==> src/hdl/ram_cfg.svh <==
`ifndef RAM_CFG_SVH
`define RAM_CFG_SVH

//////////////////////////////
// RAM geometry
//////////////////////////////

// Word address width, depth is 2**RAM_ADDR_W words
`define RAM_ADDR_W 10

// Byte columns per word and bits per column
`define RAM_NB_COL 4
`define RAM_COL_W 8

// Full word width
`define RAM_DATA_W (`RAM_NB_COL * `RAM_COL_W)

//////////////////////////////
// Serial loader
//////////////////////////////

// Clock cycles per serial bit, clock frequency over baud rate on a board
`define UART_CLKS_PER_BIT 8

// Magic sequence that opens a load
`define PROG_MAGIC "TEKNOFEST"
`define PROG_MAGIC_LEN 9

// Idle cycles inside the magic before it is abandoned
`define PROG_BREAK_CYCLES 2000

`endif

==> src/hdl/prog_pkg.sv <==
`include "ram_cfg.svh"

package prog_pkg;

  //////////////////////////////
  // Serial byte stream
  //////////////////////////////

  // One received byte, valid is a single-cycle strobe
  typedef struct packed {
    logic       valid;
    logic [7:0] data;
  } rx_byte_t;

  // Shift register holding the last magic-length bytes
  typedef logic [`PROG_MAGIC_LEN*8-1:0] magic_t;

  //////////////////////////////
  // Loader FSM
  //////////////////////////////

  // Neighbouring states differ in one bit
  typedef enum logic [2:0] {
    WAIT    = 3'b000,
    RECEIVE = 3'b001,
    CHECK   = 3'b011,
    LENGTH  = 3'b010,
    PROGRAM = 3'b110,
    FINISH  = 3'b100
  } loader_state_e;

endpackage

==> src/hdl/uart_rx.sv <==
`timescale 1ns/1ps
`include "ram_cfg.svh"

module uart_rx (
  input  logic               clk_i,
  input  logic               rst_ni,
  input  logic               rx_i,
  output prog_pkg::rx_byte_t byte_o
);

  localparam int CNT_W = $clog2(`UART_CLKS_PER_BIT);
  localparam logic [CNT_W-1:0] BIT_LAST = CNT_W'(`UART_CLKS_PER_BIT - 1);
  localparam logic [CNT_W-1:0] HALF_LAST = CNT_W'(`UART_CLKS_PER_BIT / 2 - 1);

  typedef enum logic [1:0] {
    RX_IDLE,
    RX_START,
    RX_DATA,
    RX_STOP
  } rx_state_e;

  logic             rx_meta;
  logic             rx_sync;
  rx_state_e        state_q;
  logic [CNT_W-1:0] cnt_q;
  logic [2:0]       bit_idx_q;
  logic [7:0]       data_q;
  logic             valid_q;

  // Two-flop synchronizer, line idles high
  always_ff @(posedge clk_i) begin
    if (!rst_ni) begin
      rx_meta <= 1'b1;
      rx_sync <= 1'b1;
    end else begin
      rx_meta <= rx_i;
      rx_sync <= rx_meta;
    end
  end

  //////////////////////////////
  // Frame FSM
  //////////////////////////////

  always_ff @(posedge clk_i) begin
    if (!rst_ni) begin
      state_q   <= RX_IDLE;
      cnt_q     <= '0;
      bit_idx_q <= '0;
      valid_q   <= 1'b0;
    end else begin
      valid_q <= 1'b0;
      case (state_q)
        RX_IDLE: begin
          cnt_q <= '0;
          if (!rx_sync) begin
            state_q <= RX_START;
          end
        end
        RX_START: begin
          // Start bit must still be low at mid-bit
          if (cnt_q == HALF_LAST) begin
            cnt_q     <= '0;
            bit_idx_q <= '0;
            state_q   <= rx_sync ? RX_IDLE : RX_DATA;
          end else begin
            cnt_q <= cnt_q + 1'b1;
          end
        end
        RX_DATA: begin
          if (cnt_q == BIT_LAST) begin
            cnt_q <= '0;
            if (bit_idx_q == 3'd7) begin
              state_q <= RX_STOP;
            end else begin
              bit_idx_q <= bit_idx_q + 1'b1;
            end
          end else begin
            cnt_q <= cnt_q + 1'b1;
          end
        end
        RX_STOP: begin
          // Framing error drops the byte
          if (cnt_q == BIT_LAST) begin
            valid_q <= rx_sync;
            state_q <= RX_IDLE;
          end else begin
            cnt_q <= cnt_q + 1'b1;
          end
        end
        default: state_q <= RX_IDLE;
      endcase
    end
  end

  // LSB arrives first
  always_ff @(posedge clk_i) begin
    if (state_q == RX_DATA && cnt_q == BIT_LAST) begin
      data_q <= {rx_sync, data_q[7:1]};
    end
  end

  assign byte_o = '{valid: valid_q, data: data_q};

  // Frames are many cycles long, so strobes never touch
  assert property (@(posedge clk_i) disable iff (!rst_ni)
    byte_o.valid |=> !byte_o.valid);

endmodule
==> config.mk <==
export PLATFORM = sky130hd
export DESIGN_NAME = uart_rx
export DESIGN_NICKNAME = d
export VERILOG_FILES = /design/src/hdl/prog_pkg.sv /design/src/hdl/uart_rx.sv
export VERILOG_INCLUDE_DIRS = /design/src /design/src/hdl
export SDC_FILE = /design/constraint.sdc
export NUM_CORES = 1
export LEC_CHECK = 0
export ABC_CLOCK_PERIOD_IN_PS = 2100
export BUFFER_PORTS_ARGS = -buffer_cell sky130_fd_sc_hd__buf_4
export CAP_MARGIN = 20
export CORE_MARGIN = 5
export CORE_UTILIZATION = 53
export CTS_BUF_LIST = sky130_fd_sc_hd__clkbuf_16
export DETAILED_ROUTE_END_ITERATION = 16
export PLACE_DENSITY_LB_ADDON = 0.1
export SLEW_MARGIN = 20
export SYNTH_ARGS = -nofsm -noshare
export SYNTH_HDL_FRONTEND = slang
export SYNTH_SLANG_ARGS = --single-unit
==> constraint.sdc <==
create_clock -name clk_i -period 2.1 [get_ports clk_i]
set_input_delay 0.42 -clock clk_i [delete_from_list [all_inputs] [get_ports clk_i]]
set_output_delay 0.42 -clock clk_i [all_outputs]
set_load 0.05 [all_outputs]
== Word level (Yosys, flattened, before mapping) ==
Cells that the tools add are included.

* Register bits: 19
* Input port bits: 3
* Logic and storage cells: 43

* Add/subtract/negate cells: 2
* Eq/ne operators: 13
* Mux-type cells: 15
* Reduce and logical (&&, ||, !) cells: 6

{| class="wikitable"
|+ Operators with widths
! cell !! number
|-
| $mux W3 || 6
|-
| $ne A2 B2 Y1 const B || 7
|-
| $mux W2 || 6
|-
| $pmux W3 S4 || 1
|-
| $pmux W2 S4 || 1
|-
| $add A3 B1 Y3 const B || 2
|-
| $eq A3 B3 Y1 const B || 2
|-
| $pmux W3 S2 || 1
|-
| $reduce_and A5 Y1 || 1
|-
| $eq A2 B2 Y1 const B || 2
|-
| $reduce_and A4 Y1 || 1
|-
| $eq A3 B2 Y1 const B || 1
|-
| $reduce_and A3 Y1 || 1
|-
| $eq A2 B1 Y1 const B || 1
|-
| $logic_not A2 Y1 || 1
|-
| $reduce_bool A2 Y1 || 1
|-
| $logic_and A1 B1 Y1 || 1
|}

== Depth between registers and ports, before layout ==
Gate-level depths: netlist (run 1).

* Depth after elaboration: 4
* Depth in mapped cells: 6
* Depth with buffers taken out: 6

== Least setup slack after synthesis (run 1) ==
Ideal clock, no wire load.

* Path kind: register -> register
* Start: register cnt_q[0]
* End: register data_q[0] (enable)
* Setup time: 383 ps
* Arrival time: 1,393 ps
* Data required time: 1,717 ps
* Slack: 323 ps
* Stages on the path, launching flop included: 4
* Buffers on the path: 0
* Clock period less this slack: 1,777 ps
* Cells stage by stage: dfxtp_1 > ha_1 > nand2_1 > nor3_1

* Cells in the longest elaborated chain, start to end: 2

{| class="wikitable"
|+ RTL lines
! item !! line !! text
|-
| start, declared || uart_rx.sv:25 || <nowiki>logic [CNT_W-1:0] cnt_q;</nowiki>
|-
| start signal, assigned || uart_rx.sv:67 || <nowiki>cnt_q <= cnt_q + 1'b1;</nowiki>
|-
| start signal, assigned || uart_rx.sv:79 || <nowiki>cnt_q <= cnt_q + 1'b1;</nowiki>
|-
| start signal, assigned || uart_rx.sv:88 || <nowiki>cnt_q <= cnt_q + 1'b1;</nowiki>
|-
| $eq A3 B3 Y1 || uart_rx.sv:98 || <nowiki>if (state_q == RX_DATA && cnt_q == BIT_LAST) begin</nowiki>
|-
| $logic_and A1 B1 Y1 || uart_rx.sv:98 ||
|-
| end signal, assigned || uart_rx.sv:99 || <nowiki>data_q <= {rx_sync, data_q[7:1]};</nowiki>
|-
| end, declared || uart_rx.sv:27 || <nowiki>logic [7:0] data_q;</nowiki>
|}

Every way passes these cells.
A chain may end at the register's enable or synchronous reset.

== Final worst setup path (run 1) ==
* Start: register cnt_q[0]
* End: register data_q[2] (enable)

The elaborated chain is that of the path after synthesis.

==> flow_summary.json, run 1 <==
{
  "outcome": "finished clean",
  "postSynthRegisterBits": 19,
  "antenna_found_initial": 0,
  "cts_max_path_buffers": 2,
  "dp_hpwl_um": 1060,
  "fraction_of_the_yosys_area_taken_by_sequential_cells_pct": 53.8,
  "setup_tns_ns": 0,
  "remaining_overflow_grt": 0,
  "critical_path.endpoint_type": "register",
  "ctsHtreeMaxLevel": 1,
  "reg2reg_from": "cnt_q[0]",
  "yosysTopAreaCellShare_pct": 28.1,
  "cp-startpoint": "cnt_q[0]",
  "core_region_area_mm2": 0.00152,
  "vdd_drop_max_uv": 512,
  "vias_per_cell": 5.52,
  "min_period_over_period_pct": 74.4,
  "postSynthAreaPerCell_um2": 11.3,
  "timing.critical_path.from_type": "register",
  "cts-buffers-inserted": 3,
  "die_boundary_height_um": 50.2,
  "worst-slew-pin-transition_ns": 0.522,
  "worst_setup_path_endpoint": "data_q[2]",
  "crit_path_cell_trace": "ha_1 -> nand2_1 -> nor3_1 -> buf_4",
  "fraction_of_registers_with_async_set_reset_pct": 0,
  "critPathArrivalTime_ns": 1.52,
  "post_cts_resize_count": 0,
  "routed_wirelength_um": 1490,
  "place.gp.congestion": 0.729,
  "grt_setup_unrepaired": "false",
  "filler_cells_inserted": 126,
  "timing.hold.worst.start": "rx_i",
  "grt_start_max_net_pins": 17,
  "hold_viol": 0,
  "ioPinCount": 12,
  "ff_to_ff_setup_slack_ns": 0.54,
  "max_freq_mhz": 640,
  "holdWs_ns": 0.360,
  "slew_headroom_pct": 65.1,
  "clock_skew_ns": 0.00169,
  "track_usage_pct": 12.8,
  "synthFlopType": "sky130_fd_sc_hd__dfxtp_1",
  "global_route_wire_length_before_repair_um": 2450,
  "tritoncts": "built",
  "nets_in_the_synthesized_netlist": 84,
  "yosys.cell_types.count": 32,
  "worstSetupPathType": "reg2reg",
  "cp_max_fo": 8,
  "crit-reg2reg-capture": "data_q[2]",
  "power_leakage_nw": 0.435,
  "first_global_vias": 544,
  "number_of_cells_on_the_worst_reg_to_reg_path": 4,
  "final_net_count": 96,
  "drt_pre_antenna_iters": 4,
  "n_antenna_cell": 0,
  "synth-edff-count": 8,
  "cts.hold.buffers_added": 0,
  "synth_area_leaders": "sky130_fd_sc_hd__edfxtp_1 (28%), sky130_fd_sc_hd__dfxtp_1 (26%), sky130_fd_sc_hd__ha_1 (7.3%)",
  "syn-cell-area_um2": 856,
  "syn_inst": 76,
  "maximum_cell_stage_delay_along_the_critical_path_ns": 0.39,
  "wl_per_cell_um": 14.4,
  "clk_pin_slew_worst_paths_ns": 0.05,
  "clock_sinks": 19,
  "critical_path_required_ns": 2.05,
  "die_w_um": 50.2,
  "antenna_left": 0,
  "final_layout_size_suffix_gt1_share_pct": 23.0,
  "clkLatencyLatePin_ns": 0.24,
  "p_per_area_mw_per_mm2": 772,
  "drcViolationCount": 0,
  "synth_warnings": 0,
  "design.die.area_mm2": 0.00252,
  "postCtsSetupRepairBufs": 0,
  "drt_iter0_markers": 3,
  "cts_root_buffer": "sky130_fd_sc_hd__clkbuf_16",
  "drv.max_cap_violation_count": 0,
  "place.port_buffers": 11,
  "syn_to_final_growth_pct": 18.7,
  "synthMostInstantiatedCell": "sky130_fd_sc_hd__dfxtp_1",
  "synth_top_cell_by_area": "sky130_fd_sc_hd__edfxtp_1",
  "vias": 569,
  "netlist_top_cells_count": "sky130_fd_sc_hd__dfxtp_1 (11), sky130_fd_sc_hd__edfxtp_1 (8), sky130_fd_sc_hd__nand2_1 (6), sky130_fd_sc_hd__ha_1 (5), sky130_fd_sc_hd__o21ai_0 (4)",
  "min_tclk_post_route_ns": 1.56,
  "num_rows": 14,
  "crit_slowest_cell": "sky130_fd_sc_hd__dfxtp_1",
  "initial_utilization_pct": 56.2,
  "finalMaxSlewViolations": 0,
  "setup-violations-final": 0,
  "min_path_type": "in2reg"
}
per-stage QoR:
step,instances,power (mW),setup WS [ns],area [µm²],utilization (%)
floorplan,76,0.408,0.323,856,-
global placement,99,0.413,0.599,936,61.4
detailed placement,99,0.414,0.544,936,61.4
CTS,103,0.792,0.549,1020,66.7
global route,103,0.813,0.427,1020,66.7
finish,103,0.784,0.538,1020,66.7
logic make-up (layout without fill, tap and decap cells):
family,Yosys count,in the layout,share of synthesized area [%]
adders and majority gates,5,5,7.31
and+or+nand+nor,25,25,17.7
buffers and inverters,9,20,5.26
xor gates and xnor gates,1,1,1.02
DFF,19,19,53.8
muxes,3,3,3.51
AOI/OAI and AO/OA,14,14,11.4
critical path: cells and delay by family (launching register included):
family                   cells  cell delay [ns]
adder cells (fa/ha/maj)      1             0.31
AND/OR/NAND/NOR              2             0.38
buffers and inverters        1             0.19
flip-flops                   1             0.39
placed cells by master (no fill, tap or decap):
cell type                   Yosys  routed
sky130_fd_sc_hd__ha_1           5       5
sky130_fd_sc_hd__buf_4          2      12
sky130_fd_sc_hd__nor2_1         2       2
sky130_fd_sc_hd__dfxtp_1       11      11
sky130_fd_sc_hd__xor2_1         1       1
sky130_fd_sc_hd__and3_1         2       2
sky130_fd_sc_hd__nand3_1        2       2
sky130_fd_sc_hd__nand4_1        1       1
sky130_fd_sc_hd__o22ai_1        1       1
sky130_fd_sc_hd__and4bb_1       1       1
sky130_fd_sc_hd__a31oi_1        2       2
sky130_fd_sc_hd__a211oi_1       1       1
sky130_fd_sc_hd__nor3b_2        1       1
sky130_fd_sc_hd__inv_1          3       3
sky130_fd_sc_hd__inv_2          1       1
sky130_fd_sc_hd__nor4b_1        1       1
sky130_fd_sc_hd__clkbuf_16      0       3
sky130_fd_sc_hd__edfxtp_1       8       8
sky130_fd_sc_hd__o221a_2        1       1
sky130_fd_sc_hd__nand2b_1       2       2
sky130_fd_sc_hd__nor2b_1        3       3
sky130_fd_sc_hd__a21oi_1        1       1
sky130_fd_sc_hd__and2b_1        1       1
sky130_fd_sc_hd__nor3_1         1       1
sky130_fd_sc_hd__mux2i_1        3       3
sky130_fd_sc_hd__o21a_1         1       1
sky130_fd_sc_hd__nand2_1        6       6
sky130_fd_sc_hd__clkinv_2       0       1
sky130_fd_sc_hd__o21ai_2        1       1
sky130_fd_sc_hd__nand3b_1       2       2
sky130_fd_sc_hd__a211o_1        1       1
sky130_fd_sc_hd__a41o_1         1       1
sky130_fd_sc_hd__o21ai_0        4       4
flip-flops by register name, summed over array words and instances (netlist names), named ones only:
name and flops:
cnt_q 3, bit_idx_q 3, data_q 8, rx_sync 1
valid_q 1, state_q 1, rx_meta 1
how the worst min path moves through the flow:
stage	endpoint	slack [ns]	depth (start not counted)
finish	rx_meta	0.36	2
global route	rx_meta	0.38	2
CTS	rx_meta	0.36	2
detailed placement	rx_sync	0.40	1
global placement	rx_sync	0.40	1
floorplan	rx_sync	0.39	1
layout make-up:
cell class / instances / area [µm²] / share of cell area [%]
clock inverters: 1 / 5.00 / 0.493
multi-input cells: 48 / 350 / 34.5
clock buffers: 3 / 75.1 / 7.39
flip-flops and latches: 19 / 460 / 45.3
repair buffers: 12 / 90.1 / 8.87
inverters: 4 / 15.0 / 1.48
well taps: 16 / 20.0 / 1.97
where the power goes:
| group | leakage (nW) | total, mW | internal, mW | switching, mW |
|---|---|---|---|---|
| registers | 0.161 | 0.391 | 0.386 | 0.00481 |
| logic | 0.233 | 0.0158 | 0.00820 | 0.00761 |
| clock network | 0.0409 | 0.378 | 0.255 | 0.123 |
routing by layer:
layer | up-vias | track usage, % | part of all wire [%]
li1 | 294 | - | -
met1 | 262 | 16.7 | 47
met2 | 13 | 19.7 | 49
met3 | 0 | 4.73 | 4.2
met4 | 0 | 3.93 | 0
met5 | - | 0 | 0
Power figures use the tool's default switching activity.
==> run 2: changes to the inputs <==
- ABC_CLOCK_PERIOD_IN_PS: 2100 -> 1300
- CORE_UTILIZATION: 53 -> 48
- clock period: 2.1 -> 1.3 ns (I/O delays scaled with it)
==> flow_summary.json, run 2 (same netlist as run 1, synthesis figures left out) <==
{
  "preCtsSetupSlack_ns": -0.0488,
  "final_layout_size_suffix_gt1_share_pct": 38.3,
  "die_w_um": 52.2,
  "first_global_vias": 609,
  "n_antenna_cell": 0,
  "cp_max_fo": 3,
  "mostFrequentLayoutCell": "sky130_fd_sc_hd__buf_4",
  "layout_setup_ws_ns": 0.0345,
  "post_layout_nonfiller_instances": 119,
  "wl_per_cell_um": 12.9,
  "drt_iter0_markers": 13,
  "clkLatencyLatePin_ns": 0.25,
  "maximum_cell_stage_delay_along_the_critical_path_ns": 0.35,
  "registers.top_by_ff_count": "data_q",
  "detailroute.wirelength.met2_um": 687,
  "slew_headroom_pct": 80.5,
  "antenna_left": 0,
  "initial_utilization_pct": 50.1,
  "drv.max_cap_violation_count": 0,
  "worstSetupPathType": "reg2reg",
  "track_usage_pct": 13.5,
  "critPathMostFrequentCell": "sky130_fd_sc_hd__ha_4",
  "syn_to_final_growth_pct": 35.4,
  "crit_path_cell_trace": "ha_4 -> ha_4 -> and4bb_1 -> o21ai_4 -> mux2i_1",
  "antenna_found_initial": 0,
  "vias_per_cell": 5.04,
  "vdd_drop_max_uv": 798,
  "crit_slowest_cell": "sky130_fd_sc_hd__dfxtp_2",
  "design.die.area_mm2": 0.00273,
  "route.layer.met1.wl_um": 747,
  "cts-buffers-inserted": 3,
  "drt_pre_antenna_iters": 4,
  "final_net_count": 103,
  "worst-slew-pin-transition_ns": 0.293,
  "clk_pin_slew_worst_paths_ns": 0.05,
  "timing.critical_path.from_type": "register",
  "remaining_overflow_grt": 0,
  "max_freq_mhz": 790,
  "ioPinCount": 12,
  "largest_register_ff_count": 8,
  "vias": 600,
  "cts_max_path_buffers": 2,
  "outcome": "finished clean",
  "die_boundary_height_um": 52.2,
  "filler_cells_inserted": 137,
  "drcViolationCount": 0,
  "global_route_wire_length_before_repair_um": 2620,
  "layout_top_registers": "data_q: 8 flops, bit_idx_q: 3 flops, cnt_q: 3 flops",
  "place.port_buffers": 11,
  "ctsHtreeMaxLevel": 1,
  "routed_wirelength_um": 1540,
  "grt_start_max_net_pins": 13,
  "setup-violations-final": 0,
  "min_tclk_post_route_ns": 1.27,
  "critPathArrivalTime_ns": 1.45,
  "p_per_area_mw_per_mm2": 1120,
  "dp_hpwl_um": 1030,
  "clock_sinks": 19,
  "core_region_area_mm2": 0.00171,
  "critical-path-top-delay-family": "flip-flops",
  "placed_cell_count": 114,
  "critical_path_required_ns": 1.48,
  "min_period_over_period_pct": 97.3,
  "cts_root_buffer": "sky130_fd_sc_hd__clkbuf_16",
  "hold_viol": 0,
  "grt_setup_unrepaired": "true",
  "min_path_type": "in2reg",
  "power_leakage_nw": 0.471,
  "place.gp.congestion": 0.766,
  "commonest_non_fill_non_tap_cells_in_the_layout": "sky130_fd_sc_hd__buf_4 (18), sky130_fd_sc_hd__edfxtp_1 (8), sky130_fd_sc_hd__dfxtp_1 (7)",
  "critical_path.endpoint_type": "register",
  "tritoncts": "built",
  "maxUsedRoutingLayer": "met4",
  "clock_skew_ns": 0.00325,
  "num_rows": 15,
  "wl_met3_um": 57,
  "cp.buffers_inverters": 0,
  "cts.hold.buffers_added": 0,
  "finalMaxSlewViolations": 0
}
-- run 2: power by group --
group / switching (mW) / total [mW] / internal (mW)
combinational: 0.0143 / 0.0300 / 0.0157
clock: 0.222 / 0.635 / 0.413
sequential: 0.00737 / 0.629 / 0.622
-- run 2: layout make-up --
class                   count  area, µm²  share of cell area (%)
clock inverters             1       5.00                   0.432
repair buffers             19        155                    13.4
multi-input cells          48        409                    35.3
inverters                   4       15.0                    1.30
flip-flops and latches     19        468                    40.4
well taps                  25       31.3                    2.70
clock buffers               3       75.1                    6.48
-- run 2: what timing repair did --
item | 4_1_cts | 5_1_grt
endpoints found under the setup margin | 3 | 14
cloned | 0 | 0
buffers inserted | 0 | 1
pin swaps | 3 | 2
gates resized for setup | 6 | 4
-- run 2: worst paths after layout --
kind	startpoint	to	slack, ns	cells past startpoint
hold reg to reg	rx_meta	rx_sync	0.41	1
setup reg to reg	bit_idx_q[1]	bit_idx_q[0]	0.03	5
hold / removal	rx_i	rx_meta	0.20	2
setup / recovery	bit_idx_q[1]	bit_idx_q[0]	0.03	5
-- run 2: routing by layer --
layer,vias up,global-route usage [%]
met1,277,16.8
met2,8,19.2
met3,5,4.56
met4,0,9.79
li1,310,-
met5,-,0
-- run 2: worst reg2reg max path: cells and delay by family (launching register included) --
kind | cells | cell delay [ns]
DFF | 1 | 0.35
muxes | 1 | 0.20
and+or+nand+nor | 1 | 0.20
AOI/OAI and AO/OA | 1 | 0.19
adders and majority gates | 2 | 0.26
-- run 2: per-stage QoR --
step / hold slack (ns) / power, mW / setup TNS (ns) / cell area, µm² / util (%)
finish: 0.197 / 1.29 / 0 / 1160 / 67.8
global route: 0.215 / 1.35 / -0.0775 / 1160 / 67.8
CTS: 0.200 / 1.31 / -0.0135 / 1140 / 66.7
detailed placement: 0.403 / 0.673 / -0.128 / 1030 / 60.4
global placement: 0.406 / 0.672 / -0.0104 / 1030 / 60.4
floorplan: 0.333 / 0.662 / 0 / 883 / -
