### src/hdl/ram_cfg.svh
`ifndef RAM_CFG_SVH
`define RAM_CFG_SVH

//////////////////////////////
// RAM geometry
//////////////////////////////

// Word address width, depth is 2**RAM_ADDR_W words
`define RAM_ADDR_W 10

// Byte columns per word and bits per column
`define RAM_NB_COL 4
`define RAM_COL_W 8

// Full word width
`define RAM_DATA_W (`RAM_NB_COL * `RAM_COL_W)

//////////////////////////////
// Serial loader
//////////////////////////////

// Clock cycles per serial bit, clock frequency over baud rate on a board
`define UART_CLKS_PER_BIT 8

// Magic sequence that opens a load
`define PROG_MAGIC "TEKNOFEST"
`define PROG_MAGIC_LEN 9

// Idle cycles inside the magic before it is abandoned
`define PROG_BREAK_CYCLES 2000

`endif

### src/hdl/prog_pkg.sv
`include "ram_cfg.svh"

package prog_pkg;

  //////////////////////////////
  // Serial byte stream
  //////////////////////////////

  // One received byte, valid is a single-cycle strobe
  typedef struct packed {
    logic       valid;
    logic [7:0] data;
  } rx_byte_t;

  // Shift register holding the last magic-length bytes
  typedef logic [`PROG_MAGIC_LEN*8-1:0] magic_t;

  //////////////////////////////
  // Loader FSM
  //////////////////////////////

  // Neighbouring states differ in one bit
  typedef enum logic [2:0] {
    WAIT    = 3'b000,
    RECEIVE = 3'b001,
    CHECK   = 3'b011,
    LENGTH  = 3'b010,
    PROGRAM = 3'b110,
    FINISH  = 3'b100
  } loader_state_e;

endpackage

### src/hdl/ram_pkg.sv
`include "ram_cfg.svh"

package ram_pkg;

  //////////////////////////////
  // Memory port types
  //////////////////////////////

  // Byte-strobed write, used by the CPU and the loader
  // No strobe bit set means no write this cycle
  typedef struct packed {
    logic [`RAM_ADDR_W-1:0] addr;
    logic [`RAM_DATA_W-1:0] data;
    logic [`RAM_NB_COL-1:0] strb;
  } mem_wr_t;

  // Word read request
  // Data returns one clock after en
  typedef struct packed {
    logic                   en;
    logic [`RAM_ADDR_W-1:0] addr;
  } mem_rd_t;

endpackage

### src/hdl/prog_loader.sv
`timescale 1ns/1ps
`include "ram_cfg.svh"

module prog_loader (
  input  logic               clk_i,
  input  logic               rst_ni,
  input  prog_pkg::rx_byte_t byte_i,
  output ram_pkg::mem_wr_t   wr_o,
  output logic               prog_mode_o,
  output logic               sys_rst_no
);

  localparam int DW    = `RAM_DATA_W;
  localparam int SEQ_W = $clog2(`PROG_MAGIC_LEN);
  localparam int BRK_W = $clog2(`PROG_BREAK_CYCLES);

  prog_pkg::loader_state_e state_q;
  prog_pkg::magic_t        magic_q;
  logic [SEQ_W-1:0]        seq_cnt_q;
  logic [BRK_W-1:0]        brk_cnt_q;
  logic [1:0]              byte_cnt_q;
  logic [DW-1:0]           len_q;
  logic [DW-1:0]           word_q;
  logic [DW-1:0]           word_cnt_q;
  logic [`RAM_ADDR_W-1:0]  addr_q;
  logic                    wr_valid_q;
  logic [DW-1:0]           len_next;
  logic [DW-1:0]           word_next;

  // MSB first assembly
  assign len_next  = {len_q[DW-9:0], byte_i.data};
  assign word_next = {word_q[DW-9:0], byte_i.data};

  //////////////////////////////
  // Loader FSM
  //////////////////////////////

  always_ff @(posedge clk_i) begin
    if (!rst_ni) begin
      state_q    <= prog_pkg::WAIT;
      seq_cnt_q  <= '0;
      brk_cnt_q  <= '0;
      byte_cnt_q <= '0;
      word_cnt_q <= '0;
      addr_q     <= '0;
      wr_valid_q <= 1'b0;
    end else begin
      wr_valid_q <= 1'b0;
      case (state_q)
        prog_pkg::WAIT: begin
          brk_cnt_q <= '0;
          if (byte_i.valid) begin
            seq_cnt_q <= SEQ_W'(1);
            state_q   <= prog_pkg::RECEIVE;
          end
        end
        prog_pkg::RECEIVE: begin
          if (byte_i.valid) begin
            brk_cnt_q <= '0;
            if (seq_cnt_q == SEQ_W'(`PROG_MAGIC_LEN - 1)) begin
              seq_cnt_q <= '0;
              state_q   <= prog_pkg::CHECK;
            end else begin
              seq_cnt_q <= seq_cnt_q + 1'b1;
            end
          end else if (brk_cnt_q == BRK_W'(`PROG_BREAK_CYCLES - 1)) begin
            // Line went quiet mid-sequence
            seq_cnt_q <= '0;
            state_q   <= prog_pkg::WAIT;
          end else begin
            brk_cnt_q <= brk_cnt_q + 1'b1;
          end
        end
        prog_pkg::CHECK: begin
          byte_cnt_q <= '0;
          word_cnt_q <= '0;
          state_q    <= (magic_q == `PROG_MAGIC) ? prog_pkg::LENGTH : prog_pkg::WAIT;
        end
        prog_pkg::LENGTH: begin
          if (byte_i.valid) begin
            byte_cnt_q <= byte_cnt_q + 1'b1;
            if (&byte_cnt_q) begin
              state_q <= (len_next == '0) ? prog_pkg::FINISH : prog_pkg::PROGRAM;
            end
          end
        end
        prog_pkg::PROGRAM: begin
          if (byte_i.valid) begin
            byte_cnt_q <= byte_cnt_q + 1'b1;
            if (&byte_cnt_q) begin
              wr_valid_q <= 1'b1;
              word_cnt_q <= word_cnt_q + 1'b1;
            end
          end
          // Address advances after each write
          if (wr_valid_q) begin
            addr_q <= addr_q + 1'b1;
            if (word_cnt_q == len_q) begin
              state_q <= prog_pkg::FINISH;
            end
          end
        end
        prog_pkg::FINISH: begin
          addr_q  <= '0;
          state_q <= prog_pkg::WAIT;
        end
        default: state_q <= prog_pkg::WAIT;
      endcase
    end
  end

  // Byte shift registers
  always_ff @(posedge clk_i) begin
    if (byte_i.valid) begin
      case (state_q)
        prog_pkg::WAIT, prog_pkg::RECEIVE: magic_q <= {magic_q[`PROG_MAGIC_LEN*8-9:0], byte_i.data};
        prog_pkg::LENGTH:                  len_q   <= len_next;
        prog_pkg::PROGRAM:                 word_q  <= word_next;
        default: ;
      endcase
    end
  end

  assign wr_o.addr   = addr_q;
  assign wr_o.data   = word_q;
  assign wr_o.strb   = {`RAM_NB_COL{wr_valid_q}};
  assign prog_mode_o = (state_q == prog_pkg::PROGRAM);
  assign sys_rst_no  = (state_q != prog_pkg::FINISH);

  // A word write lands while the FSM is still programming
  assert property (@(posedge clk_i) disable iff (!rst_ni)
    |wr_o.strb |-> state_q == prog_pkg::PROGRAM);

  // Programming mode only follows a nonzero length capture
  assert property (@(posedge clk_i) disable iff (!rst_ni)
    $rose(prog_mode_o) |-> $past(state_q) == prog_pkg::LENGTH);

  // System reset is a single-cycle pulse
  assert property (@(posedge clk_i) disable iff (!rst_ni)
    !sys_rst_no |=> sys_rst_no);

endmodule

### config.mk
export PLATFORM = sky130hd
export DESIGN_NAME = prog_loader
export DESIGN_NICKNAME = d
export VERILOG_FILES = /design/src/hdl/prog_pkg.sv /design/src/hdl/ram_pkg.sv /design/src/hdl/prog_loader.sv
export VERILOG_INCLUDE_DIRS = /design/src /design/src/hdl
export SDC_FILE = /design/constraint.sdc
export NUM_CORES = 1
export LEC_CHECK = 0
export BUFFER_PORTS_ARGS = -buffer_cell sky130_fd_sc_hd__buf_2
export CELL_PAD_IN_SITES_DETAIL_PLACEMENT = 1
export CELL_PAD_IN_SITES_GLOBAL_PLACEMENT = 2
export CORE_MARGIN = 10
export CORE_UTILIZATION = 42
export DETAILED_ROUTE_END_ITERATION = 16
export PLACE_DENSITY = 0.9
export SETUP_SLACK_MARGIN = 0.4
export SLEW_MARGIN = 20
export SYNTH_ARGS = -nofsm -noshare
export SYNTH_HDL_FRONTEND = slang
export SYNTH_SLANG_ARGS = --single-unit
### constraint.sdc
create_clock -name clk_i -period 3.9 [get_ports clk_i]
set_clock_uncertainty 0.2 [all_clocks]
set_input_delay 0.975 -clock clk_i [delete_from_list [all_inputs] [get_ports clk_i]]
set_output_delay 0.975 -clock clk_i [all_outputs]
set_load 0.01 [all_outputs]
Word level (Yosys, flattened, before mapping)
Cells that the tools add are included.
{"block": "totals", "input_bits": 11, "wordCells": 82, "reg_bits": 199, "output_inout_bits": 48}
{"block": "op_classes", "add_sub_neg": 5, "reduce_logical": 19, "mux": 27, "eq_ne": 21}
{"op": "72-bit by 71-bit == test with 1-bit output, second input constant", "n": 1}
{"op": "32-bit two-way mux", "n": 2}
{"op": "32-bit case mux with 2 select lines", "n": 1}
{"op": "32-bit by 1-bit adder with 32-bit output, second input constant", "n": 1}
{"op": "32-bit == test", "n": 1}
{"op": "32-bit zero test", "n": 1}
{"op": "3-bit two-way mux", "n": 8}
{"op": "11-bit two-way mux", "n": 2}
{"op": "11-bit case mux with 2 select lines", "n": 1}
{"op": "10-bit case mux with 2 select lines", "n": 1}
{"op": "4-bit two-way mux", "n": 4}
{"op": "3-bit case mux with 5 select lines", "n": 1}
{"op": "2-bit AND reduction", "n": 7}
{"op": "3-bit != test, second input constant", "n": 4}
{"op": "11-bit by 1-bit adder with 11-bit output, second input constant", "n": 1}
{"op": "11-bit == test, second input constant", "n": 1}
{"op": "10-bit by 1-bit adder with 10-bit output, second input constant", "n": 1}
{"op": "10-bit two-way mux", "n": 1}
{"op": "3-bit AND reduction", "n": 3}
{"op": "2-bit by 1-bit != test with 1-bit output, second input constant", "n": 4}
{"op": "2-bit != test, second input constant", "n": 4}
{"op": "4-bit case mux with 2 select lines", "n": 1}
{"op": "2-bit nonzero test", "n": 4}
{"op": "7-bit AND reduction", "n": 1}
{"op": "other kinds (11)", "n": 16}

Logic depth before layout (Yosys ltp)
Gate-level depths: netlist of the first run.
{"block": "depth", "word_depth": 5, "ltp_mapped": 8, "mapped_depth_nobuf": 7}

Worst setup path after synthesis of the first run
Ideal clock, no wire load.
{"block": "synth_timing", "path_kind": "in2reg", "startpoint": "input port byte_i[8] (netlist bit)", "endpoint": "register seq_cnt_q[2]", "setup_ns": 0.070, "t_required_ns": 3.630, "n_path_buf": 1, "cell_stages": 5, "path_slack_ns": 0.913, "t_arrival_ns": 2.717, "cell_sequence": "and2_1 -> buf_2 -> nand3_1 -> or3b_1 -> a21boi_1"}
{"block": "synth_via", "elab_chain_len": 2, "word_cells_on_any_way": 5, "cone_classes": "eq/ne: 2; mux: 2; reduce/logical: 1"}
{"element": "start, declared", "line": "prog_loader.sv:7", "rtl": "input prog_pkg::rx_byte_t byte_i,"}
{"element": "3-bit != test (no source line) (tied with other cells)"}
{"element": "3-bit AND reduction (no source line) / 4-bit case mux with 2 select lines (equally long branches)"}
{"element": "end signal, assigned", "line": "prog_loader.sv:64", "rtl": "seq_cnt_q <= seq_cnt_q + 1'b1;"}
{"element": "end, declared", "line": "prog_loader.sv:19", "rtl": "logic [SEQ_W-1:0] seq_cnt_q;"}
Several ways; a longest one is shown, not always the timed one.
A chain may end at the register's enable or synchronous reset.

Worst setup path after layout of the first run
{"block": "layout_timing", "startpoint": "register state_q[2]", "endpoint": "output port prog_mode_o"}
{"block": "layout_via", "elab_chain_len": 1}
{"element": "start, declared", "line": "prog_loader.sv:17", "rtl": "prog_pkg::loader_state_e state_q;"}
{"element": "start signal, assigned", "line": "prog_loader.sv:40", "rtl": "state_q <= prog_pkg::WAIT;"}
{"element": "start signal, assigned", "line": "prog_loader.sv:54", "rtl": "state_q <= prog_pkg::RECEIVE;"}
{"element": "start signal, assigned", "line": "prog_loader.sv:62", "rtl": "state_q <= prog_pkg::CHECK;"}
{"element": "3-bit == test", "line": "prog_loader.sv:127", "rtl": "assign prog_mode_o = (state_q == prog_pkg::PROGRAM);"}
{"element": "end, declared", "line": "prog_loader.sv:9", "rtl": "output logic prog_mode_o,"}
Every way passes these cells.

==> results.md, run 1 <==
* Top FF cell, synth: edfxtp_1
* Final Hold Viols at 0
* Slew headroom at about 28%
* I/O pin cnt at 59
* Die area at between 20,000 and 25,000 µm²
* Wire per inst at 20.3 µm
* # nets final at 676
* Chip height at 158 µm
* Distinct cells, synth at slightly below 60
* Synth warn at 0
* Layout cells sized above 1 at around 18%
* Hold buffers post-CTS at 0
* Antenna violations before repair at 0
* Critical Path RT at 2.72 ns
* HPWL after DPL at approximately 13 mm
* Area growth syn-to-layout at 13.8%
* Worst slew pin tran at 1.08 ns
* Maximum clock path buffer count at 2
* Max Slew Vio Count at 0
* Num Clock Sinks at between 150 and 200
* Sequential fraction of the synthesis area at approximately 67%
* Asr flop ratio synth at 0%
* CTS buffer count at 17
* Status: finished clean
* Congestion Overflow GR at 0
* ANT cells at 0
* # Post-CTS Setup Buffers at 0
* Cell Rows at 50
* Vias per inst at roughly 5.5
* RePlAce Congestion at just under 0.9
* Critical Path AT at 2.03 ns
* Static leakage at roughly 3.1 nW
* Initial core utilization at 42.6%
* # port buffers at 58
* Syn Inst Count at 598
* Mapped Nets at 615
* Starting DRC count in detailed routing at 414
* Final setup margin at between 0.6 and 0.7 ns
* # setup viols final at 0
* Crit path max fanout at 8
* Critical setup path kind: register to output pin
* Clk slew on worst S/H paths at roughly 0.07 ns
* Core area at approximately 19,000 µm²
* RSZ-0062 raised after global routing: no
* Fin Setup TNS at 0 ns
* Seq cells post-synth at a little under 200
* CTS tree: built
* Max cap viols at 0
* Final Cycle Share at 82.1%
* Setup slack at placement at roughly 0.9 ns
* CP endpoint kind: output pin
* Syn Area/Cell at roughly 13 µm²
* Mapped cell area at roughly 8000 µm²
* Remaining antenna violation count after routing at 0
* First-pass GRT wire length at between 20 and 30 mm
* HP Class: register to register
* Vias in the first global route at around 5,300
* Number of flops mapped to enable cells by yosys at 136
* FMAX at roughly 310 MHz
* Root Driver: clkbuf_16
* Via Count at 4,971
* DRC violations left at 0
* Drt pass-1 iters at 5
* Skew-Pair Late Insertion Delay at between 0.4 and 0.5 ns
* Die W at approximately 160 µm
* Pwr/cell area at ~470 nW/µm²
* # fillers at approximately 1,900
* PostCTS Resize Cnt at 0
* Post-route minimum period at about 3.2 ns
* H-tree lvl count at 4
* Gr usage total at approximately 15%
* Largest net degree at the start of global routing at 73
* Crit path launch type: register
* Total Wirelength at roughly 18 mm
* Worst vdd ir at between 0.3 and 0.4 mV
worst max-delay path, cell delays in order (launching register included):
cell	delay, ns
dfxtp_1	0.55
inv_1	0.18
nor3_2	0.62
buf_2	0.25
cell families after synthesis:
group           after synthesis  share of synthesized area, %
fa+ha+maj                     6                         0.942
simple gates                227                          17.5
mux                           3                         0.392
buf+inv                      39                          2.28
flops                       199                          67.1
xor+xnor                     67                          7.36
compound gates               57                          4.46
cell usage after synthesis (3+ instances only):
cell        n  area [µm²]
buf_4       4        30.0
ha_1        6        75.1
a21oi_1    19        95.1
and3_1      8        50.1
inv_1      19        71.3
nand4_4     3        63.8
nor4_1     13        81.3
o21ai_0    17        85.1
nor4bb_1    4        40.0
edfxtp_1  136        4080
nand2b_1    4        25.0
nor4_2      3        37.5
nor2b_1     8        50.1
nand2_1    28         105
buf_2       4        20.0
or3_1      11        68.8
nand4_1    24         150
and4_1      3        26.3
nor4b_1     7        61.3
nand3_1    24         120
nor2_1     51         191
dfxtp_1    63        1260
clkbuf_1    8        30.0
xnor2_1    48         420
nor3_2     10         100
and2_1      7        43.8
xor2_1     19         166
nor3_1      6        30.0
routing by layer:
metal / global-route usage, % / part of all wire (%) / wire length, µm / vias to the layer above
met3: 3.15 / 4.4 / 815 / 15
met5: 0 / 0 / 0 / -
met1: 17.9 / 43 / 7960 / 2526
met4: 4.05 / 1.0 / 186 / 0
li1: - / - / - / 2318
met2: 26.7 / 51 / 9400 / 112
layout by cell type, fill, tap and decap left out, types with 4 or more instances in the layout:
cell         n
inv_8        4
edfxtp_1   136
buf_2       58
nand3_1     24
nor3_1       6
nor2b_1      8
or3_1       11
xor2_1      19
a21oi_1     19
nor4_1      13
nand4_1     24
dfxtp_1     63
nor3_2      10
nor2_1      51
clkbuf_16   17
inv_1       19
xnor2_1     48
nor4bb_1     4
and3_1       8
o21ai_0     17
and2_1       6
ha_1         6
nand2_1     28
nor4b_1      7
nand2b_1     4
path summary, 6_finish.rpt:
check | start | end | slack [ns] | cells past startpoint
min reg2reg | word_q[9]$_DFFE_PP_ | word_q[17]$_DFFE_PP_ | 0.25 | 0
max | state_q[2]$_SDFFE_PN0P_ | prog_mode_o | 0.70 | 3
max reg2reg | state_q[0]$_SDFFE_PN0P_ | word_cnt_q[18]$_SDFFE_PN0P_ | 1.25 | 6
min | word_q[9]$_DFFE_PP_ | word_q[17]$_DFFE_PP_ | 0.25 | 0
final cells by class:
type | count | area [µm²] | area share [%]
flip-flops and latches | 199 | 5350 | 58.9
multi-input cells | 360 | 2450 | 27.0
clock buffers | 17 | 425 | 4.69
repair buffers | 61 | 325 | 3.59
well taps | 234 | 293 | 3.23
clock inverters | 15 | 160 | 1.77
inverters | 20 | 75.1 | 0.828
registers in the layout, indices dropped and copies added (netlist names), 3 cells and up:
register,flops
seq_cnt_q,4
len_q,32
addr_q,10
brk_cnt_q,11
word_q,32
magic_q,72
word_cnt_q,32
state_q,3
stage by stage:
stage | total power, mW | area [µm²] | utilization [%] | instances | hold WS [ns]
finish | 4.27 | 9070 | 48.5 | 906 | 0.246
global route | 4.41 | 9070 | 48.5 | 906 | 0.260
CTS | 4.31 | 9070 | 48.5 | 906 | 0.248
detailed placement | 2.59 | 8480 | 45.4 | 874 | 0.229
global placement | 2.57 | 8480 | 45.4 | 874 | 0.225
floorplan | 2.52 | 7970 | - | 598 | 0.217
where the power goes:
group	internal [mW]	switching, mW
Combinational	0.0433	0.0974
Sequential	2.34	0.0566
Clock	0.909	0.815
Total	3.30	0.969
(Power assumes the default switching activity.)
==> run 2: changes to the inputs <==
ABC_AREA = 1   (was not set)
CORE_UTILIZATION = 39   (was 42)
clock period = 3.2 ns   (was 3.9 ns; I/O delays follow)
==> run 2 against run 1 <==
  * Wire length is 7.8% higher
  * Clock power is 35% higher
  * Via count is 20% higher
  * Flip-flop and latch count stayed put
  * Combinational power grew to 6.2 times the previous value
  * Synthesized cell count is 42% higher
  * Largest power group unchanged
  * Highest routed layer unchanged
==> results.md, run 2 <==
* Most common cell after layout, fill and taps aside: nand2_1
* Placement-stage cell area at approximately 9000 µm²
* Number of flops mapped to enable cells by yosys at 136
* CTS tree: built
* Fin Setup TNS at 0 ns
* Starting DRC count in detailed routing at around 300
* Status: finished clean
* Num Clock Sinks at a little under 200
* Die area at ~28,000 µm²
* Antenna violations before repair at 0
* DRC violations left at 0
* Largest register FFs at 72
* CTS buffer count at 17
* Design area at around 9700 µm²
* R2r setup slk at approximately 0.95 ns
* Placed cell count at roughly 1,200
* Final Util at a little under half
* RePlAce Congestion at approximately 0.8
* Max cap viols at 0
* H-tree lvl count at 4
* # Post-CTS Setup Buffers at 0
* Largest net degree at the start of global routing at 73
* Hold buffers post-CTS at 0
* Die W at about 170 µm
* Final Hold Viols at 0
* Area growth syn-to-layout at 15.1%
* Syn Inst Count at between 800 and 900
* Final Cycle Share at 77.3%
* HP Class: register to register
* Yosys top cell area share at about half
* Core area at about 21,000 µm²
* Slew headroom at about two thirds
* Vias per inst at about 4.9
* I/O pin cnt at 59
* Seq cells post-synth at approximately 200
* Final std cells w/o fill at around 1,200
* HPWL after DPL at ~14 mm
* Skew-Pair Late Insertion Delay at around 0.45 ns
* RSZ-0062 raised after global routing: no
* Sequential fraction of the synthesis area at a little under two thirds
* Wire per inst at between 15 and 20 µm
* Largest cells by area after synthesis: edfxtp_1 (48%), dfxtp_1 (15%), nand2_1 (7.3%)
* # port buffers at 58
* Hold Slack at between 0.2 and 0.25 ns
* Commonest cells after routing, fill and taps aside: nand2_1 (165), edfxtp_1 (136), nor2_1 (116)
* ANT cells at 0
* Distinct cells, synth at 43
* Root Driver: clkbuf_16
* # fillers at 2,392
* Top-count cell post-synth: nand2_1
* Asr flop ratio synth at 0%
* Critical path origin: state_q[2]$_SDFFE_PN0P_
* Slowest-stage cell, CP: dfxtp_1
* # setup viols final at 0
* Crit path launch type: register
* Cell Rows at 53
* R2r startpoint: word_cnt_q[1]$_SDFFE_PN0P_
* Final setup margin at roughly 0.73 ns
* First-pass GRT wire length at 32.3 mm
* Pwr/cell area at between 600 and 700 nW/µm²
* Post-layout power at approximately 6.7 mW
* Area leader, netlist: edfxtp_1
* Critical setup path kind: register to output pin
* Initial core utilization at roughly two fifths
* Worst slew pin tran at 0.480 ns
* Remaining antenna violation count after routing at 0
* Critical Path Max Stage Delay at 0.49 ns
* Syn Area/Cell at ~9.9 µm²
* # nets final at around 940
* Layout cells sized above 1 at between 10% and 20%
* Setup slack at placement at 0.806 ns
* CP endpoint kind: output pin
* Top FF cell, synth: edfxtp_1
* PostCTS Resize Cnt at 0
* Mapped cell area at ~8400 µm²
* Via Count at between 5,000 and 6,000
* Synth warn at 0
* FMAX at around 400 MHz
* Crit path max fanout at 9
* Vias in the first global route at ~6,300
* Cell breakdown of the critical path: inv_2 -> nor2_8 -> buf_2
* Chip height at 167 µm
* Gr usage total at roughly 14%
* Post-route minimum period at between 2 and 2.5 ns
* Top cells by count, synth: nand2_1 (165), edfxtp_1 (136), nor2_1 (119)
* Worst vdd ir at 0.414 mV
* Hold path start: magic_q[60]$_DFFE_PP_
* Total Wirelength at between 15 and 20 mm
* Max Slew Vio Count at 0
* Clk slew on worst S/H paths at 0.08 ns
* Largest Register: magic_q
* Static leakage at about 3.7 nW
* Drt pass-1 iters at 5
* Congestion Overflow GR at 0
* Critical Path AT at 1.47 ns
* Maximum clock path buffer count at 2
* Critical Path RT at about 2.2 ns
* Mapped Nets at just under 900
## run 2: cell types whose count changed in the layout (fill, tap and decap cells not counted), sizes merged, moves of 11 or more
cell   previous run  this run
nand2            28       173
inv              27       129
nor2             51       129
xnor2            48         8
a21oi            20        40
nor3             16        36
o21ai            19        39
nand3            24        42
xor2             19         3
nor4             18         3
or3              11         0
## run 2: worst max-delay path, delay by kind of cell (launching register included)
| kind | cells | cell delay [ns] |
|---|---|---|
| DFF | 1 | 0.49 |
| buffers and inverters | 2 | 0.32 |
| and+or+nand+nor | 1 | 0.23 |
## run 2: logic make-up (layout without fill, tap and decap cells)
kind of cell	count (synthesis)	count (layout)	synth area share [%]
AOI/OAI and AO/OA	90	90	5.65
and+or+nand+nor	413	413	22.6
xor gates and xnor gates	11	11	1.14
buffers and inverters	132	214	6.35
adders and majority gates	6	6	0.890
DFF	199	199	63.4
## run 2: layout make-up
class	instances	area (µm²)	share of cell area, %
multi-input combinational	520	2570	26.5
inverter	119	447	4.60
tap	275	344	3.54
clock inverter	15	235	2.42
timing repair buffer	63	340	3.51
sequential	199	5350	55.1
clock buffer	17	425	4.38
## run 2: worst paths after layout
path,to,depth (start not counted)
max reg2reg,word_cnt_q[30]$_SDFFE_PN0P_,11
min,magic_q[68]$_DFFE_PP_,0
min reg2reg,magic_q[68]$_DFFE_PP_,0
max,prog_mode_o,3
## run 2: metal layers
layer / routed length, µm / vias up / global-route usage (%)
met5: 0 / - / 0
met1: 8780 / 2896 / 17.2
met4: 214 / 0 / 3.82
met2: 9880 / 92 / 24.3
met3: 932 / 15 / 4.24
li1: - / 2965 / -
## run 2: where the power goes
group          internal [mW]  switching [mW]  total (mW)
clock                   1.12            1.19        2.32
combinational          0.248           0.622       0.869
sequential              3.26           0.238        3.50
total                   4.63            2.05        6.68
==> run 3: changes to the inputs <==
clock period = 2.45 ns   (was 3.2 ns; I/O delays follow)
==> run 3 against run 2 <==
  * Non-clock buffer count up 12
  * Via count up 2.2%
  * Highest routed layer unchanged
  * Cell count rose by 0.99%
  * Combinational power is 48% higher
  * Critical path depth is the same
  * Sequential share of layout area is 1.3 points lower
==> results.md, run 3 (synthesized netlist as in run 2, its figures left out) <==
* RSZ-0062 raised after global routing: yes
* Wire per inst at approximately 17 µm
* Post-route minimum period at roughly 2.0 ns
* Skew-Pair Late Insertion Delay at approximately 0.45 ns
* HP Class: input port to register
* RePlAce Congestion at around 0.83
* Worst vdd ir at 0.510 mV
* Vias per inst at approximately 5
* Vias in the first global route at around 6,500
* Commonest cells after routing, fill and taps aside: nand2_1 (164), edfxtp_1 (136), nor2_1 (112)
* Critical Path Max Stage Delay at ~0.37 ns
* DRC violations left at 0
* # fillers at 2,359
* H-tree lvl count at 4
* Root Driver: clkbuf_16
* Critical Path RT at ~1.6 ns
* Worst slew pin tran at a little over 0.4 ns
* First-pass GRT wire length at ~34 mm
* Worst Setup EP: sys_rst_no
* Status: finished clean
* R2r setup slk at 0.52 ns
* Area growth syn-to-layout at 18.6%
* Gr usage total at between 15 and 20%
* HPWL after DPL at 15.1 mm
* Core area at between 20,000 and 25,000 µm²
* Via Count at about 6,100
* Worst reg2reg path endpoint: seq_cnt_q[0]$_SDFFE_PN0P_
* Reg2Reg Depth at 9
* Largest net degree at the start of global routing at 42
* Clk slew on worst S/H paths at ~0.080 ns
* CTS tree: built
* Maximum clock path buffer count at 2
* Largest Register: magic_q
* Slowest-stage cell, CP: dfxtp_4
* Remaining antenna violation count after routing at 0
* FMAX at roughly 500 MHz
* R2r startpoint: brk_cnt_q[0]$_SDFFE_PN0P_
* CTS buffer count at 17
* Critical Path AT at 1.19 ns
* Critical setup path kind: register to output pin
* Num Clock Sinks at 199
* Max Slew Vio Count at 0
* Starting DRC count in detailed routing at ~300
* Crit path launch type: register
* Max cap viols at 0
* # port buffers at 58
* Initial core utilization at between 30% and 40%
* Die area at 27,900 µm²
* Chip height at around 170 µm
* CP Depth at 3
* I/O pin cnt at 59
* Most common cell after layout, fill and taps aside: nand2_1
* Drt pass-1 iters at 5
* Static leakage at approximately 3.8 nW
* Critical path origin: state_q[0]$_SDFFE_PN0P_
* Fin Setup TNS at 0 ns
* CP delay by family, top: flip-flops
* Die W at roughly 170 µm
* Slew headroom at between 70% and 80%
* Post-layout power at between 8 and 9 mW
* Total Wirelength at roughly 21 mm
* Cell Rows at 53
* Largest register FFs at 72
* Final Cycle Share at 81.6%
* Layout cells sized above 1 at between 10% and 20%
* Worst Path Buf+Inv at 2
* # nets final at ~950
* Hold buffers post-CTS at 0
* ANT cells at 0
* # setup viols final at 0
* Congestion Overflow GR at 0
* CP endpoint kind: output pin
* Crit path max fanout at 4
* Antenna violations before repair at 0
* Final Hold Viols at 0
* Pwr/cell area at between 800 and 900 nW/µm²
* Cell breakdown of the critical path: inv_6 -> nand3_2 -> buf_2
## run 3: worst min path at each step
stage                     startpoint                     to  slack, ns  depth (start not counted)
2_1_floorplan  magic_q[60]$_DFFE_PP_  magic_q[68]$_DFFE_PP_       0.22                          0
3_3_place_gp   magic_q[60]$_DFFE_PP_  magic_q[68]$_DFFE_PP_       0.23                          0
3_5_place_dp   magic_q[61]$_DFFE_PP_  magic_q[69]$_DFFE_PP_       0.23                          0
4_1_cts                    byte_i[3]    word_q[3]$_DFFE_PP_       0.16                          1
5_1_grt                    byte_i[3]    word_q[3]$_DFFE_PP_       0.17                          1
6_report                   byte_i[3]    word_q[3]$_DFFE_PP_       0.19                          1
## run 3: stage by stage
stage | setup WS (ns) | cell area (µm²) | instances | hold slack (ns) | util [%]
3_5_place_dp | 0.227 | 9110 | 1181 | 0.235 | 43.1
5_1_grt | 0.382 | 10000 | 1220 | 0.167 | 47.3
2_1_floorplan | 0.0755 | 8450 | 851 | 0.217 | -
4_1_cts | 0.376 | 9830 | 1217 | 0.164 | 46.4
6_report | 0.450 | 10000 | 1220 | 0.187 | 47.3
3_3_place_gp | 0.272 | 9110 | 1181 | 0.225 | 43.1
## run 3: power breakdown
part           switching, mW  internal, mW
combinational          0.867         0.427
clock                   1.55          1.44
sequential             0.331          4.27
total                   2.75          6.14
## run 3: area by class of cell
type	count	area [µm²]	area share [%]
Clock buffer	17	425	4.25
Clock inverter	15	233	2.33
Inverter	119	454	4.54
Multi-Input combinational cell	520	2710	27.1
Sequential cell	199	5380	53.7
Tap cell	275	344	3.44
Timing Repair Buffer	75	462	4.61
## run 3: repair_timing
item                       4_1_cts  5_1_grt
gates resized for setup         12       44
pin swaps                        4        7
setup buffers                    4        3
setup endpoints to repair       13       31
## run 3: worst reg2reg max path: cells and delay by family, from the launching register on
family / cells / cell delay [ns]
flip-flops: 1 / 0.36
AND/OR/NAND/NOR: 5 / 0.68
AO/OA/AOI/OAI: 2 / 0.18
buffers and inverters: 1 / 0.22
adder cells (fa/ha/maj): 1 / 0.17
## run 3: per-layer routing
layer | part of all wire (%) | vias to the layer above | track usage [%] | wire [µm]
met5 | 0 | - | 0 | 0
met1 | 43 | 2972 | 17.6 | 8810
met3 | 4.5 | 23 | 3.77 | 930
met2 | 51 | 110 | 26.4 | 10600
li1 | - | 2996 | - | -
met4 | 1.5 | 0 | 4.93 | 308
